File: src/hdl/lcd_pkg.sv
/*
 * LCD constants, character codes, fixed menu text,
 * strobe timing, sequencer state codes and the LCD byte union
 */
package lcd_pkg;

    // ----------------------------------------
    // Frame geometry
    // ----------------------------------------
    localparam int FRAME_CHARS = 64;          // 4 lines x 16 chars
    localparam int HALF_CHARS  = 32;          // Lines 1+3, then lines 2+4
    localparam int CHAR_W      = 8;
    localparam int POS_W       = 6;

    // ----------------------------------------
    // Timing, in clocks of E
    // ----------------------------------------
    localparam int POWERUP_CYCLES = 64;
    localparam int EN_HIGH_CYCLES = 8;
    localparam int EN_LOW_CYCLES  = 8;
    localparam int PWR_CNT_W      = $clog2(POWERUP_CYCLES);
    localparam int PHASE_W        = $clog2(EN_HIGH_CYCLES + EN_LOW_CYCLES);

    // Character codes
    localparam logic [CHAR_W-1:0] CH_SPACE  = 8'h20;
    localparam logic [CHAR_W-1:0] CH_CURSOR = 8'h10;  // Right arrow in the CGROM
    localparam logic [CHAR_W-1:0] CH_BLOCK  = 8'hDB;
    localparam logic [CHAR_W-1:0] CH_ZERO   = 8'h30;  // ASCII '0'

    // Init commands, sent in this order
    localparam int N_INIT    = 9;
    localparam int CMD_IDX_W = $clog2(N_INIT);
    localparam logic [0:N_INIT-1][CHAR_W-1:0] INIT_CMDS = {
        8'h30, 8'h30, 8'h30,                  // Function set, 8-bit wake-up x3
        8'h01, 8'h02, 8'h06,                  // Clear, home, entry mode increment
        8'h0E, 8'h14, 8'h3C                   // Display on, cursor shift, 2-line 5x10
    };
    localparam logic [6:0] LINE2_ADDR = 7'h40;  // DDRAM start of line 2

    // Rate arithmetic, BPM = base + step * index
    localparam int RATE_BASE    = 30;
    localparam int RATE_STEP    = 5;
    localparam int RATE_MAX_IDX = 154;

    // Fixed menu text
    localparam logic [0:15][CHAR_W-1:0] TXT_TITLE = " LFO GENERATOR  ";
    localparam logic [0:6][CHAR_W-1:0]  TXT_RATE  = " RATE: ";
    localparam logic [0:4][CHAR_W-1:0]  TXT_BPM   = " BPM ";
    localparam logic [0:6][CHAR_W-1:0]  TXT_WAVE  = " WAVE: ";
    localparam logic [0:7][CHAR_W-1:0]  TXT_DEPTH = " DEPTH: ";
    localparam logic [0:5][0:7][CHAR_W-1:0] WAVE_NAMES = {
        "SINE    ", "SQUARE  ", "TRIANGLE", "RAMP UP ", "RAMPDOWN", "S & H   "
    };

    // Sequencer state codes
    localparam logic [2:0] ST_POWERUP = 3'd0;
    localparam logic [2:0] ST_INIT    = 3'd1;
    localparam logic [2:0] ST_FIRST   = 3'd2;
    localparam logic [2:0] ST_JUMP    = 3'd3;
    localparam logic [2:0] ST_SECOND  = 3'd4;
    localparam logic [2:0] ST_IDLE    = 3'd5;

    // One bus word, read as a character or as a set-DDRAM-address instruction
    typedef union packed {
        logic [CHAR_W-1:0] raw;
        struct packed {
            logic       set_addr;             // Bit 7, set-address opcode
            logic [6:0] addr;
        } instr;
    } lcd_byte_u;

    typedef logic [7:0] rate_idx_t;
    typedef logic [2:0] shape_t;
    typedef logic [2:0] depth_t;
    typedef logic [1:0] sel_t;

endpackage

File: src/hdl/rate_digits.sv
/*
 * Rate index to three BPM characters, blank hundreds below 100
 */
module rate_digits (
    input  lcd_pkg::rate_idx_t               freq,
    output logic [0:2][lcd_pkg::CHAR_W-1:0]  digits   // [0] is hundreds
);
    import lcd_pkg::*;

    logic [9:0] rate;                         // Up to 800 BPM
    logic [3:0] hundreds;
    logic [3:0] tens;
    logic [3:0] units;

    // Out of range index falls back to the slowest rate
    always_comb begin
        if (freq > 8'(RATE_MAX_IDX)) begin
            rate = 10'(RATE_BASE);
        end else begin
            rate = 10'(RATE_BASE) + 10'(RATE_STEP) * 10'(freq);
        end
    end

    // Decimal split, constant divisors only
    assign hundreds = 4'(rate / 10'd100);
    assign tens     = 4'((rate / 10'd10) % 10'd10);
    assign units    = 4'(rate % 10'd10);

    always_comb begin
        if (rate < 10'd100) begin
            digits[0] = CH_SPACE;             // Leading blank
        end else begin
            digits[0] = CH_ZERO + CHAR_W'(hundreds);
        end
        digits[1] = CH_ZERO + CHAR_W'(tens);  // Never leading, rate >= 30
        digits[2] = CH_ZERO + CHAR_W'(units);
    end

endmodule

File: src/hdl/menu_text.sv
/*
 * Menu frame character lookup by DDRAM order position,
 * cursor, wave name, rate digits and depth bar
 */
module menu_text (
    input  logic [lcd_pkg::POS_W-1:0] pos,
    input  lcd_pkg::sel_t             sel,
    input  lcd_pkg::shape_t           shape,
    input  lcd_pkg::depth_t           depth,
    input  lcd_pkg::rate_idx_t        freq,
    output lcd_pkg::lcd_byte_u        ch
);
    import lcd_pkg::*;

    logic [0:2][CHAR_W-1:0] rate_ch;          // Hundreds, tens, units
    logic [2:0]             wave_idx;
    logic [2:0]             n_blocks;
    logic [POS_W-1:0]       off;              // Offset inside a text field

    rate_digits rate_i (
        .freq   (freq),
        .digits (rate_ch)
    );

    // Unused shape codes show SINE
    assign wave_idx = (shape > 3'd5) ? 3'd0 : shape;

    // Bar length, capped back to one block past depth 4
    assign n_blocks = (depth > 3'd4) ? 3'd1 : depth + 3'd1;

    always_comb begin
        ch.raw = CH_SPACE;                    // Default blank
        off    = '0;
        case (pos) inside
            [6'd0:6'd15]: begin               // Line 1 title
                ch.raw = TXT_TITLE[pos[3:0]];
            end
            6'd16: begin                      // Rate cursor, sel 0 or 3
                if (sel == 2'd0 || sel == 2'd3) begin
                    ch.raw = CH_CURSOR;
                end
            end
            [6'd17:6'd23]: begin
                off    = pos - 6'd17;
                ch.raw = TXT_RATE[off[2:0]];
            end
            [6'd24:6'd26]: begin              // Rate value
                off    = pos - 6'd24;
                ch.raw = rate_ch[off[1:0]];
            end
            [6'd27:6'd31]: begin
                off    = pos - 6'd27;
                ch.raw = TXT_BPM[off[2:0]];
            end
            6'd32: begin                      // Wave cursor
                if (sel == 2'd1) begin
                    ch.raw = CH_CURSOR;
                end
            end
            [6'd33:6'd39]: begin
                off    = pos - 6'd33;
                ch.raw = TXT_WAVE[off[2:0]];
            end
            [6'd40:6'd47]: begin              // Wave name, blank padded
                off    = pos - 6'd40;
                ch.raw = WAVE_NAMES[wave_idx][off[2:0]];
            end
            6'd48: begin                      // Depth cursor
                if (sel == 2'd2) begin
                    ch.raw = CH_CURSOR;
                end
            end
            [6'd49:6'd56]: begin
                off    = pos - 6'd49;
                ch.raw = TXT_DEPTH[off[2:0]];
            end
            [6'd57:6'd61]: begin              // Depth bar, left aligned
                off = pos - 6'd57;
                if (off[2:0] < n_blocks) begin
                    ch.raw = CH_BLOCK;
                end
            end
            default: begin                    // 62..63 stay blank
                ch.raw = CH_SPACE;
            end
        endcase
    end

endmodule

File: src/hdl/lcd_sequencer.sv
/*
 * LCD byte sequencer FSM: power-up wait, init commands,
 * two half frames around the line jump, single bus credit
 */
module lcd_sequencer (
    input  logic                      E,
    input  logic                      rst,
    output logic [lcd_pkg::POS_W-1:0] pos,
    input  lcd_pkg::lcd_byte_u        ch,
    input  logic                      credit_return,
    output logic                      issue,
    output lcd_pkg::lcd_byte_u        tx_byte,
    output logic                      is_data,
    output logic                      done
);
    import lcd_pkg::*;

    logic [2:0]           state;
    logic [PWR_CNT_W-1:0] pwr_cnt;            // Power-up wait
    logic [CMD_IDX_W-1:0] cmd_idx;            // Index into INIT_CMDS
    logic                 credit;             // One outstanding bus slot

    // ----------------------------------------
    // Byte selection
    // ----------------------------------------
    // Issue only with the credit in hand and a byte to send
    assign issue = credit && (state == ST_INIT || state == ST_FIRST ||
                              state == ST_JUMP || state == ST_SECOND);

    assign is_data = (state == ST_FIRST) || (state == ST_SECOND);

    always_comb begin
        tx_byte = ch;                         // Frame text by default
        case (state)
            ST_INIT: begin
                tx_byte.raw = INIT_CMDS[cmd_idx];
            end
            ST_JUMP: begin                    // Set DDRAM address, lines 2/4
                tx_byte.instr.set_addr = 1'b1;
                tx_byte.instr.addr     = LINE2_ADDR;
            end
            default: begin
                tx_byte = ch;
            end
        endcase
    end

    // ----------------------------------------
    // State and counters
    // ----------------------------------------
    always_ff @(posedge E or negedge rst) begin
        if (!rst) begin
            state   <= ST_POWERUP;
            pwr_cnt <= '0;
            cmd_idx <= '0;
            pos     <= '0;
            credit  <= 1'b1;                  // Strobe timer starts free
            done    <= 1'b0;
        end else begin
            // Spent on issue, given back at the end of the slot
            credit <= (credit && !issue) || credit_return;

            case (state)
                ST_POWERUP: begin
                    pwr_cnt <= pwr_cnt + 1'b1;
                    if (pwr_cnt == PWR_CNT_W'(POWERUP_CYCLES - 1)) begin
                        state <= ST_INIT;
                    end
                end
                ST_INIT: begin
                    if (issue) begin
                        if (cmd_idx == CMD_IDX_W'(N_INIT - 1)) begin
                            state <= ST_FIRST;
                        end else begin
                            cmd_idx <= cmd_idx + 1'b1;
                        end
                    end
                end
                ST_FIRST: begin               // Lines 1 and 3
                    if (issue) begin
                        pos <= pos + 1'b1;
                        if (pos == POS_W'(HALF_CHARS - 1)) begin
                            state <= ST_JUMP;
                        end
                    end
                end
                ST_JUMP: begin
                    if (issue) begin
                        state <= ST_SECOND;
                    end
                end
                ST_SECOND: begin              // Lines 2 and 4
                    if (issue) begin
                        if (pos == POS_W'(FRAME_CHARS - 1)) begin
                            state <= ST_IDLE;
                        end else begin
                            pos <= pos + 1'b1;
                        end
                    end
                end
                ST_IDLE: begin
                    // Last slot finished, frame complete until next reset
                    if (credit_return) begin
                        done <= 1'b1;
                    end
                end
                default: begin
                    state <= ST_IDLE;
                end
            endcase
        end
    end

endmodule

File: src/hdl/lcd_strobe.sv
/*
 * Bus slot timer: latches one byte, drives rs, data and the
 * lcd_en pulse, returns the credit in the last low cycle
 */
module lcd_strobe (
    input  logic                       E,
    input  logic                       rst,
    input  logic                       issue,
    input  lcd_pkg::lcd_byte_u         tx_byte,
    input  logic                       is_data,
    output logic                       lcd_en,
    output logic                       rs,
    output logic [lcd_pkg::CHAR_W-1:0] data,
    output logic                       credit_return
);
    import lcd_pkg::*;

    logic [PHASE_W-1:0] phase;                // 0..high-1 high, then low
    logic               busy;

    // Last low cycle of the slot
    assign credit_return = busy && (phase == PHASE_W'(EN_HIGH_CYCLES + EN_LOW_CYCLES - 1));

    always_ff @(posedge E or negedge rst) begin
        if (!rst) begin
            busy   <= 1'b0;
            phase  <= '0;
            lcd_en <= 1'b0;
            rs     <= 1'b0;
            data   <= '0;
        end else if (issue) begin
            busy   <= 1'b1;                   // New slot, lcd_en rises now
            phase  <= '0;
            lcd_en <= 1'b1;
            rs     <= is_data;
            data   <= tx_byte.raw;            // Held until the next issue
        end else if (busy) begin
            phase <= phase + 1'b1;
            if (phase == PHASE_W'(EN_HIGH_CYCLES - 1)) begin
                lcd_en <= 1'b0;               // Falling edge, LCD samples here
            end
            if (credit_return) begin
                busy  <= 1'b0;
                phase <= '0;
            end
        end
    end

endmodule

File: src/hdl/lcd_top.sv
/*
 * LFO menu LCD driver top, text lookup, sequencer and strobe
 */
module lcd_top (
    input  logic                       E,
    input  logic                       rst,
    input  lcd_pkg::sel_t              sel,
    input  lcd_pkg::shape_t            shape,
    input  lcd_pkg::depth_t            depth,
    input  lcd_pkg::rate_idx_t         freq,
    output logic                       lcd_en,
    output logic                       rs,
    output logic                       rw,
    output logic [lcd_pkg::CHAR_W-1:0] data,
    output logic                       done
);
    import lcd_pkg::*;

    logic [POS_W-1:0] pos;                    // Frame position under lookup
    lcd_byte_u        ch;
    lcd_byte_u        tx_byte;
    logic             issue;
    logic             is_data;
    logic             credit_return;

    assign rw = 1'b0;                         // Write only, busy flag never read

    menu_text text_i (
        .pos   (pos),
        .sel   (sel),
        .shape (shape),
        .depth (depth),
        .freq  (freq),
        .ch    (ch)
    );

    lcd_sequencer seq_i (
        .E             (E),
        .rst           (rst),
        .pos           (pos),
        .ch            (ch),
        .credit_return (credit_return),
        .issue         (issue),
        .tx_byte       (tx_byte),
        .is_data       (is_data),
        .done          (done)
    );

    lcd_strobe strobe_i (
        .E             (E),
        .rst           (rst),
        .issue         (issue),
        .tx_byte       (tx_byte),
        .is_data       (is_data),
        .lcd_en        (lcd_en),
        .rs            (rs),
        .data          (data),
        .credit_return (credit_return)
    );

endmodule

File: config.mk
export PLATFORM = sky130hd
export DESIGN_NAME = lcd_top
export DESIGN_NICKNAME = d
export VERILOG_FILES = /design/src/hdl/lcd_pkg.sv /design/src/hdl/rate_digits.sv /design/src/hdl/menu_text.sv /design/src/hdl/lcd_sequencer.sv /design/src/hdl/lcd_strobe.sv /design/src/hdl/lcd_top.sv
export SDC_FILE = /design/constraint.sdc
export NUM_CORES = 1
export LEC_CHECK = 0
export BUFFER_PORTS_ARGS = -buffer_cell sky130_fd_sc_hd__buf_2
export CAP_MARGIN = 20
export CORE_UTILIZATION = 32
export DETAILED_ROUTE_END_ITERATION = 12
export GPL_TIMING_DRIVEN = 0
export HOLD_SLACK_MARGIN = 0.02
export MAX_ROUTING_LAYER = met4
export PLACE_DENSITY_LB_ADDON = 0.1
export SLEW_MARGIN = 25
export SYNTH_ARGS = -nofsm -noshare
export SYNTH_HDL_FRONTEND = slang
export SYNTH_SLANG_ARGS = --single-unit
export TNS_END_PERCENT = 20
File: constraint.sdc
create_clock -name E -period 5.4 [get_ports E]
set_input_delay 0.54 -clock E [delete_from_list [all_inputs] [get_ports E]]
set_output_delay 0.54 -clock E [all_outputs]
set_load 0.005 [all_outputs]
**After elaboration in Yosys (flattened, before gate mapping)**

Memories as Yosys holds them, arrays and structs flattened.
Index checks and enable logic that the tools add are counted.

- Flip-flop bits (word level): 36
- Memory bits (read-only): 1,024
- Input bits: 18
- Output and inout port bits: 12
- Word-level logic and storage cells: 196
- Memories kept: 7

Memory list:

| name | words | width | rd ports | clocked after Yosys merged registers in | wr ports | RTL line | source |
|---|---|---|---|---|---|---|---|
| (name not given) | 8 | 64 | 1 | 0 | 0 | menu_text.sv:66 | `ch.raw = WAVE_NAMES[wave_idx][off[2:0]];` |
| (name not given) | 16 | 8 | 1 | 0 | 0 | lcd_sequencer.sv:36 | `tx_byte.raw = INIT_CMDS[cmd_idx];` |
| (name not given) | 16 | 8 | 1 | 0 | 0 | menu_text.sv:36 | `ch.raw = TXT_TITLE[pos[3:0]];` |
| (name not given) | 8 | 8 | 1 | 0 | 0 | menu_text.sv:45 | `ch.raw = TXT_RATE[off[2:0]];` |
| (name not given) | 8 | 8 | 1 | 0 | 0 | menu_text.sv:53 | `ch.raw = TXT_BPM[off[2:0]];` |
| (name not given) | 8 | 8 | 1 | 0 | 0 | menu_text.sv:62 | `ch.raw = TXT_WAVE[off[2:0]];` |
| +1 memories | -- | -- | -- | -- | -- | -- |  |

- Add/subtract/negate cells: 16
- Multiply operators: 1
- Div/mod/pow operators: 4
- $lt $le $gt $ge: 30
- Equality and inequality tests: 26
- Mux-type cells: 62
- Bitwise gates (word level): 11
- Reduce and logical (&&, ||, !) cells: 28

Operators with widths:

| kind | number |
|---|---|
| $mux 8 | 28 |
| $mux 64 | 2 |
| $mux 6 | 6 |
| $mux 3 | 10 |
| $bmux 8 s3 | 1 |
| $eq 6x6->1 const B | 4 |
| $ge 4x4->1 const B | 6 |
| $ge 6x6->1 const B | 4 |
| $le 6x6->1 const B | 4 |
| $not 3->4 | 6 |
| $add 6x4->7 const A | 3 |
| $mod 10x4->10 const B | 2 |
| $ge 6x5->1 const B | 3 |
| $le 6x5->1 const B | 3 |
| $pmux 3 s6 | 1 |
| $bmux 8 s2 | 1 |
| $pmux 8 s2 | 1 |
| $sub 3x1->3 const B | 5 |
| $add 6x1->6 const B | 2 |
| $eq 6x5->1 const B | 2 |
| $mux 4 | 3 |
| $pmux 6 s2 | 1 |
| $logic_and 1x1->1 | 11 |
| $add 5x10->10 const A | 1 |
| 39 further kinds | 68 |

**Longest topological paths before layout**

- Word-level depth: 18
- Gate-level depth with buffers: 37
- Depth with buffers taken out: 37

**Cells and area by module**

A second synthesis with hierarchy kept.

- Cells, all modules: 912
- Area total of the unflattened synthesis: 7,025.5 um^2

By module, submodules not included:

| module | instances | cells each | area an instance (um^2) | sequential area each (um^2) |
|---|---|---|---|---|
| rate_digits | 1 | 449 | 3,218.1 | 0.0 |
| menu_text | 1 | 294 | 1,918.1 | 0.0 |
| lcd_sequencer | 1 | 119 | 1,255.0 | 526.8 |
| lcd_strobe | 1 | 48 | 623.1 | 375.4 |
| lcd_top | 1 | 2 | 11.3 | 0.0 |

**Worst setup path after synthesis**

No wires, ideal clock.

- Path type: input -> register
- From: input freq[1]
- To: register strobe_i.data[3] (netlist name)
- Setup time: 0.130 ns
- Arrival time: 7.520 ns
- Data required time: 5.270 ns
- Path slack: -2.250 ns
- Stages on the path: 33
- Path buffers: 2
- Cells stage by stage: inv_1 fa_1 inv_1 fa_1 nor2b_1 o2111a_1 a211o_1 buf_1 a2111oi_0 or4_4 a22oi_2 buf_2 nor3_1 a211o_1 nand2b_1 inv_1 ha_1 o21ai_0 a22o_1 or4_4 o31ai_1 o21ai_0 ha_1 a221o_1 and2_1 a2bb2oi_1 and3_1 and3_1 xnor2_1 ha_1 a21oi_1 a211oi_1 a31oi_1

- Cells in the longest elaborated chain, start to end: 14
- Elaborated cells between the ends (all ways): 21
- Classes of those cells: add/sub: 4; mul: 1; div: 4; order compare: 2; mux: 10

Ends and longest elaborated chain:

| item | RTL line | source |
|---|---|---|
| start: declaration | lcd_top.sv:10 | `input lcd_pkg::rate_idx_t freq,` |
| $mul 3x8->10 | rate_digits.sv:20 | `rate = 10'(RATE_BASE) + 10'(RATE_STEP) * 10'(freq);` |
| $add 5x10->10 | rate_digits.sv:20 |  |
| $mux 10 (*) | rate_digits.sv:17 | `if (freq > 8'(RATE_MAX_IDX)) begin` |
| $div 10x4->10 or $div 10x7->10 (tied branches) | rate_digits.sv:26, rate_digits.sv:25 |  |
| $mod 10x4->10 or $add 6x4->7 (tied branches) | rate_digits.sv:26, rate_digits.sv:33 |  |
| $add 6x4->7 or $mux 7 (tied branches) | rate_digits.sv:35, rate_digits.sv:30 |  |
| $bmux 8 s2 (*) | menu_text.sv:49 | `ch.raw = rate_ch[off[1:0]];` |
| $mux 8 (implied by the code) (*) (2 in series) | menu_text.sv:49 |  |
| $mux 8 (*) (4 in series) | menu_text.sv:34 | `case (pos) inside` |
| $pmux 8 s2 (*) | lcd_sequencer.sv:34 | `case (state)` |
| end signal: assignment | lcd_strobe.sv:36 | `data <= tx_byte.raw;` |
| end: declaration | lcd_strobe.sv:13 | `output logic [lcd_pkg::CHAR_W-1:0] data,` |

Mark *: on every way between the ends. The rest lies on a longest branch, timed or not. The select of a mux whose other input is x is not followed.
A chain may end at the register's enable or synchronous reset.

**Worst setup path in the final report**

- From: input freq[1]
- To: register strobe_i.data[2] (netlist name)

The elaborated chain is that of the path after synthesis.

==> results.json <==
{
  "result_of_the_run": "complete, but fails checks",
  "failed_checks": "setup timing",
  "syn_avg_cell_area_um2": 7.32,
  "antenna_found_initial": 0,
  "ys_dominant_reg_cell": "sky130_fd_sc_hd__dfrtp_1",
  "max_stage_delay_ns": 0.55,
  "die_area_um2": 19800,
  "numClockSinks": 36,
  "pwr_density_cell_nw_per_um2": 474,
  "num-fill-cells": 1928,
  "fin_setup_tns_ns": -6.67,
  "synth.top_cells.by_count": "sky130_fd_sc_hd__nand2_1, sky130_fd_sc_hd__nor2_1, sky130_fd_sc_hd__o21ai_0",
  "yosys.cell_count.top_type": "sky130_fd_sc_hd__nand2_1",
  "worst_hold_path_type": "input port to async pin",
  "cts.clk_slew.worst_paths_ns": 0.06,
  "worstMarginPinSlew_ns": 0.916,
  "synth_adder_area_share_pct": 12.7,
  "finish.net_count": 1014,
  "floorplan.die.height_um": 141,
  "drive_gt1_share_pct": 24.2,
  "hold_slack_ns": 0.348,
  "synth_mux_area_share_pct": 1.89,
  "max_cap_violations": 0,
  "final_antenna_net_count": 0,
  "clockBufferDepth": 2,
  "grt_use_met3_pct": 1.46,
  "power_leakage_nw": 3.19,
  "gr-usage-all-layers_pct": 21.5,
  "drt-initial-drc-count": 578,
  "criticalPathCategory": "input port to flop",
  "avgViaCountPerCell": 5.81,
  "top_usage_layer": "met2",
  "hold_buffers": 0,
  "use_met1_pct": 28.3,
  "syn-num-nets": 918,
  "global_route_met2_utilization_pct": 35.8,
  "ys_seq_elements": 36,
  "path_buf_inv": 8,
  "rsz0062_at_grt": "yes",
  "tritoncts": "yes",
  "totalWireLength_mm": 20.7,
  "cells_after_synthesis": 841,
  "timing.critical_path.required_ns": 5.57,
  "htree_levels": 2,
  "timing.clock.skew_ns": 0.00497,
  "first_global_vias": 6550,
  "synth_largest_type_area_fraction_pct": 14.2,
  "crit_path_max_delay_cell_type": "sky130_fd_sc_hd__fa_1",
  "pin_count": 30,
  "synth.top_cells.by_area": "sky130_fd_sc_hd__dfrtp_1, sky130_fd_sc_hd__ha_1, sky130_fd_sc_hd__nand2_1, sky130_fd_sc_hd__nor2_1, sky130_fd_sc_hd__o21ai_0",
  "setup-violations-final": 4,
  "die_w_um": 141,
  "drt_pass1_iterations": 5,
  "worstPathArrival_ns": 7.42,
  "areaGrowthSynthToFinish_pct": 31.0,
  "port-buffer-count": 27,
  "final_min_period_over_clock_period_pct": 134,
  "initial_core_util_pct": 32.8,
  "cts_made_buffers": 5,
  "timing_max_transition_violations_final": 0,
  "cts-root-buf": "sky130_fd_sc_hd__clkbuf_16",
  "coreArea_um2": 18800,
  "synthXorXnorAreaFrac_pct": 5.88,
  "via_count": 6810,
  "worst_path_setup_slack_after_routing_ns": -1.85,
  "critical_path.startpoint_type": "input port",
  "synth_async_sr_flop_share_pct": 100,
  "largest_net_degree_at_the_start_of_global_routing": 37,
  "cell_type_group_with_the_largest_total_delay_on_the_critical_path": "compound AO/OA/AOI/OAI gates",
  "hold_viol": 0,
  "ys_seq_area_share_pct": 14.7,
  "yosys.area_share.simple_pct": 24.7,
  "gp_congestion": 0.908,
  "grt-ovfl-total": 0,
  "drt-wirelength-per-cell_um": 17.6,
  "drc": 0,
  "hpwlAfterDp_mm": 15.1,
  "row_count": 50,
  "netlist_area_um2": 6150,
  "synthesis.yosys.warnings": 0,
  "grt_pass1_wl_mm": 34.0,
  "worst-path-max-fanout": 5,
  "finalCriticalPeriod_ns": 7.25,
  "synth-edff-count": 0,
  "cp-end-kind": "flop",
  "insertedDiodeCount": 0,
  "ys_types": 99,
  "critical-path-top-cell-by-count": "sky130_fd_sc_hd__ha_4",
  "max_freq_mhz": 138,
  "synth_compound_area_share_pct": 34.7,
  "clk-insertion-delay-late_ns": 0.28,
  "maxSlewHeadroom_pct": 38.4,
  "synth_top_family_by_area": "compound AO/OA/AOI/OAI gates",
  "cell_accounting_for_the_most_synthesized_area": "sky130_fd_sc_hd__dfrtp_1",
  "max-vdd-ir-drop_uv": 226
}
## sequential cells by signal, summed over array words and instances, names as in the netlist
| register | flops |
|---|---|
| seq_i.cmd_idx | 4 |
| strobe_i.phase | 4 |
| seq_i.credit | 1 |
| strobe_i.lcd_en | 1 |
| seq_i.state | 3 |
| seq_i.done | 1 |
| strobe_i.busy | 1 |
| strobe_i.rs | 1 |
| seq_i.pwr_cnt | 6 |
| seq_i.pos | 6 |
| strobe_i.data | 8 |
## path summary, 6_finish.rpt
kind	startpoint	end	slack, ns	cells past startpoint
max in group asynchronous	rst	strobe_i.data[1]$_DFFE_PN0P_	4.55	1
hold / removal	rst	strobe_i.phase[3]$_DFFE_PN0P_	0.35	1
setup reg to reg	seq_i.pos[1]$_DFFE_PN0P_	strobe_i.data[5]$_DFFE_PN0P_	0.55	18
hold reg to reg	strobe_i.data[6]$_DFFE_PN0P_	strobe_i.data[6]$_DFFE_PN0P_	0.46	2
setup / recovery	freq[1]	strobe_i.data[2]$_DFFE_PN0P_	-1.85	35
min in group E	strobe_i.data[6]$_DFFE_PN0P_	strobe_i.data[6]$_DFFE_PN0P_	0.46	2
## area by class of cell
class	instances	area (µm²)	area share (%)
plain buffers	43	199	2.47
clock buffers	5	125	1.55
clock inverters	3	90.1	1.12
inverters	41	164	2.03
multi-input cells	721	5630	69.8
flip-flops and latches	36	902	11.2
well taps	234	293	3.63
repair buffers	89	663	8.23
## placed cells by master, fill, tap and decap left out, types with 5 or more instances in the layout
master	count
sky130_fd_sc_hd__o21a_1	8
sky130_fd_sc_hd__buf_1	8
sky130_fd_sc_hd__nand2_1	97
sky130_fd_sc_hd__a21oi_1	58
sky130_fd_sc_hd__a211oi_1	14
sky130_fd_sc_hd__a31oi_1	15
sky130_fd_sc_hd__nor3_1	25
sky130_fd_sc_hd__o21ai_1	5
sky130_fd_sc_hd__a21o_1	7
sky130_fd_sc_hd__dfrtp_1	35
sky130_fd_sc_hd__clkbuf_16	5
sky130_fd_sc_hd__nand3_1	18
sky130_fd_sc_hd__o31ai_1	6
sky130_fd_sc_hd__inv_1	33
sky130_fd_sc_hd__o311ai_0	6
sky130_fd_sc_hd__xnor2_1	14
sky130_fd_sc_hd__clkbuf_1	29
sky130_fd_sc_hd__o211ai_1	14
sky130_fd_sc_hd__xor2_1	9
sky130_fd_sc_hd__buf_6	9
sky130_fd_sc_hd__o21ai_0	58
sky130_fd_sc_hd__ha_4	14
sky130_fd_sc_hd__and2_1	6
sky130_fd_sc_hd__nand3b_1	5
sky130_fd_sc_hd__nor4_1	5
sky130_fd_sc_hd__buf_2	23
sky130_fd_sc_hd__a2111oi_4	5
sky130_fd_sc_hd__buf_4	58
sky130_fd_sc_hd__mux2i_1	5
sky130_fd_sc_hd__nand2b_1	11
sky130_fd_sc_hd__nand4_1	11
sky130_fd_sc_hd__nor2b_1	9
sky130_fd_sc_hd__o22ai_1	6
sky130_fd_sc_hd__nor2_1	83
sky130_fd_sc_hd__xnor2_4	5
sky130_fd_sc_hd__ha_1	39
sky130_fd_sc_hd__a21oi_2	5
## power by group
| group | total [W] | internal, W | switching (W) | leakage, nW |
|---|---|---|---|---|
| sequential | 0.000277 | 0.000273 | 0.00000402 | 0.457 |
| combinational | 0.00313 | 0.00142 | 0.00170 | 2.63 |
| clock | 0.000419 | 0.000311 | 0.000108 | 0.104 |
| total | 0.00382 | 0.00201 | 0.00182 | 3.19 |
## per-layer routing
layer | share of wire [%] | vias up | routed length (µm)
li1 | - | 3338 | -
met1 | 46 | 3223 | 9580
met2 | 47 | 214 | 9810
met3 | 4.3 | 35 | 881
met4 | 1.9 | 0 | 403
met5 | 0 | - | 0
## stage by stage
stage	utilization (%)	worst slack, ns	power (W)	std cells	instance area, µm²
6_report	43.0	-1.85	0.00382	1172	8060
5_1_grt	43.0	-2.15	0.00413	1172	8060
4_1_cts	41.2	-1.71	0.00356	1154	7730
3_5_place_dp	36.6	-2.94	0.00257	1102	6860
3_3_place_gp	36.6	-3.00	0.00260	1102	6860
2_1_floorplan	-	-1.79	0.00212	841	6430
## repair_timing
action	CTS	global route
endpoints found under the hold margin	0	0
buffers inserted	44	18
endpoints found under the setup margin	4	5
pin swaps	56	46
gates resized for setup	65	35
## cell families (layout without fill, tap and decap cells)
| group | count (synthesis) | after routing |
|---|---|---|
| XOR/XNOR | 33 | 33 |
| flip-flops | 36 | 36 |
| AND/OR/NAND/NOR | 316 | 316 |
| AO/OA/AOI/OAI | 300 | 300 |
| adder cells (fa/ha/maj) | 61 | 61 |
| other | 1 | 1 |
| multiplexers | 10 | 10 |
| buffers and inverters | 84 | 181 |
(Power assumes the default switching activity.)
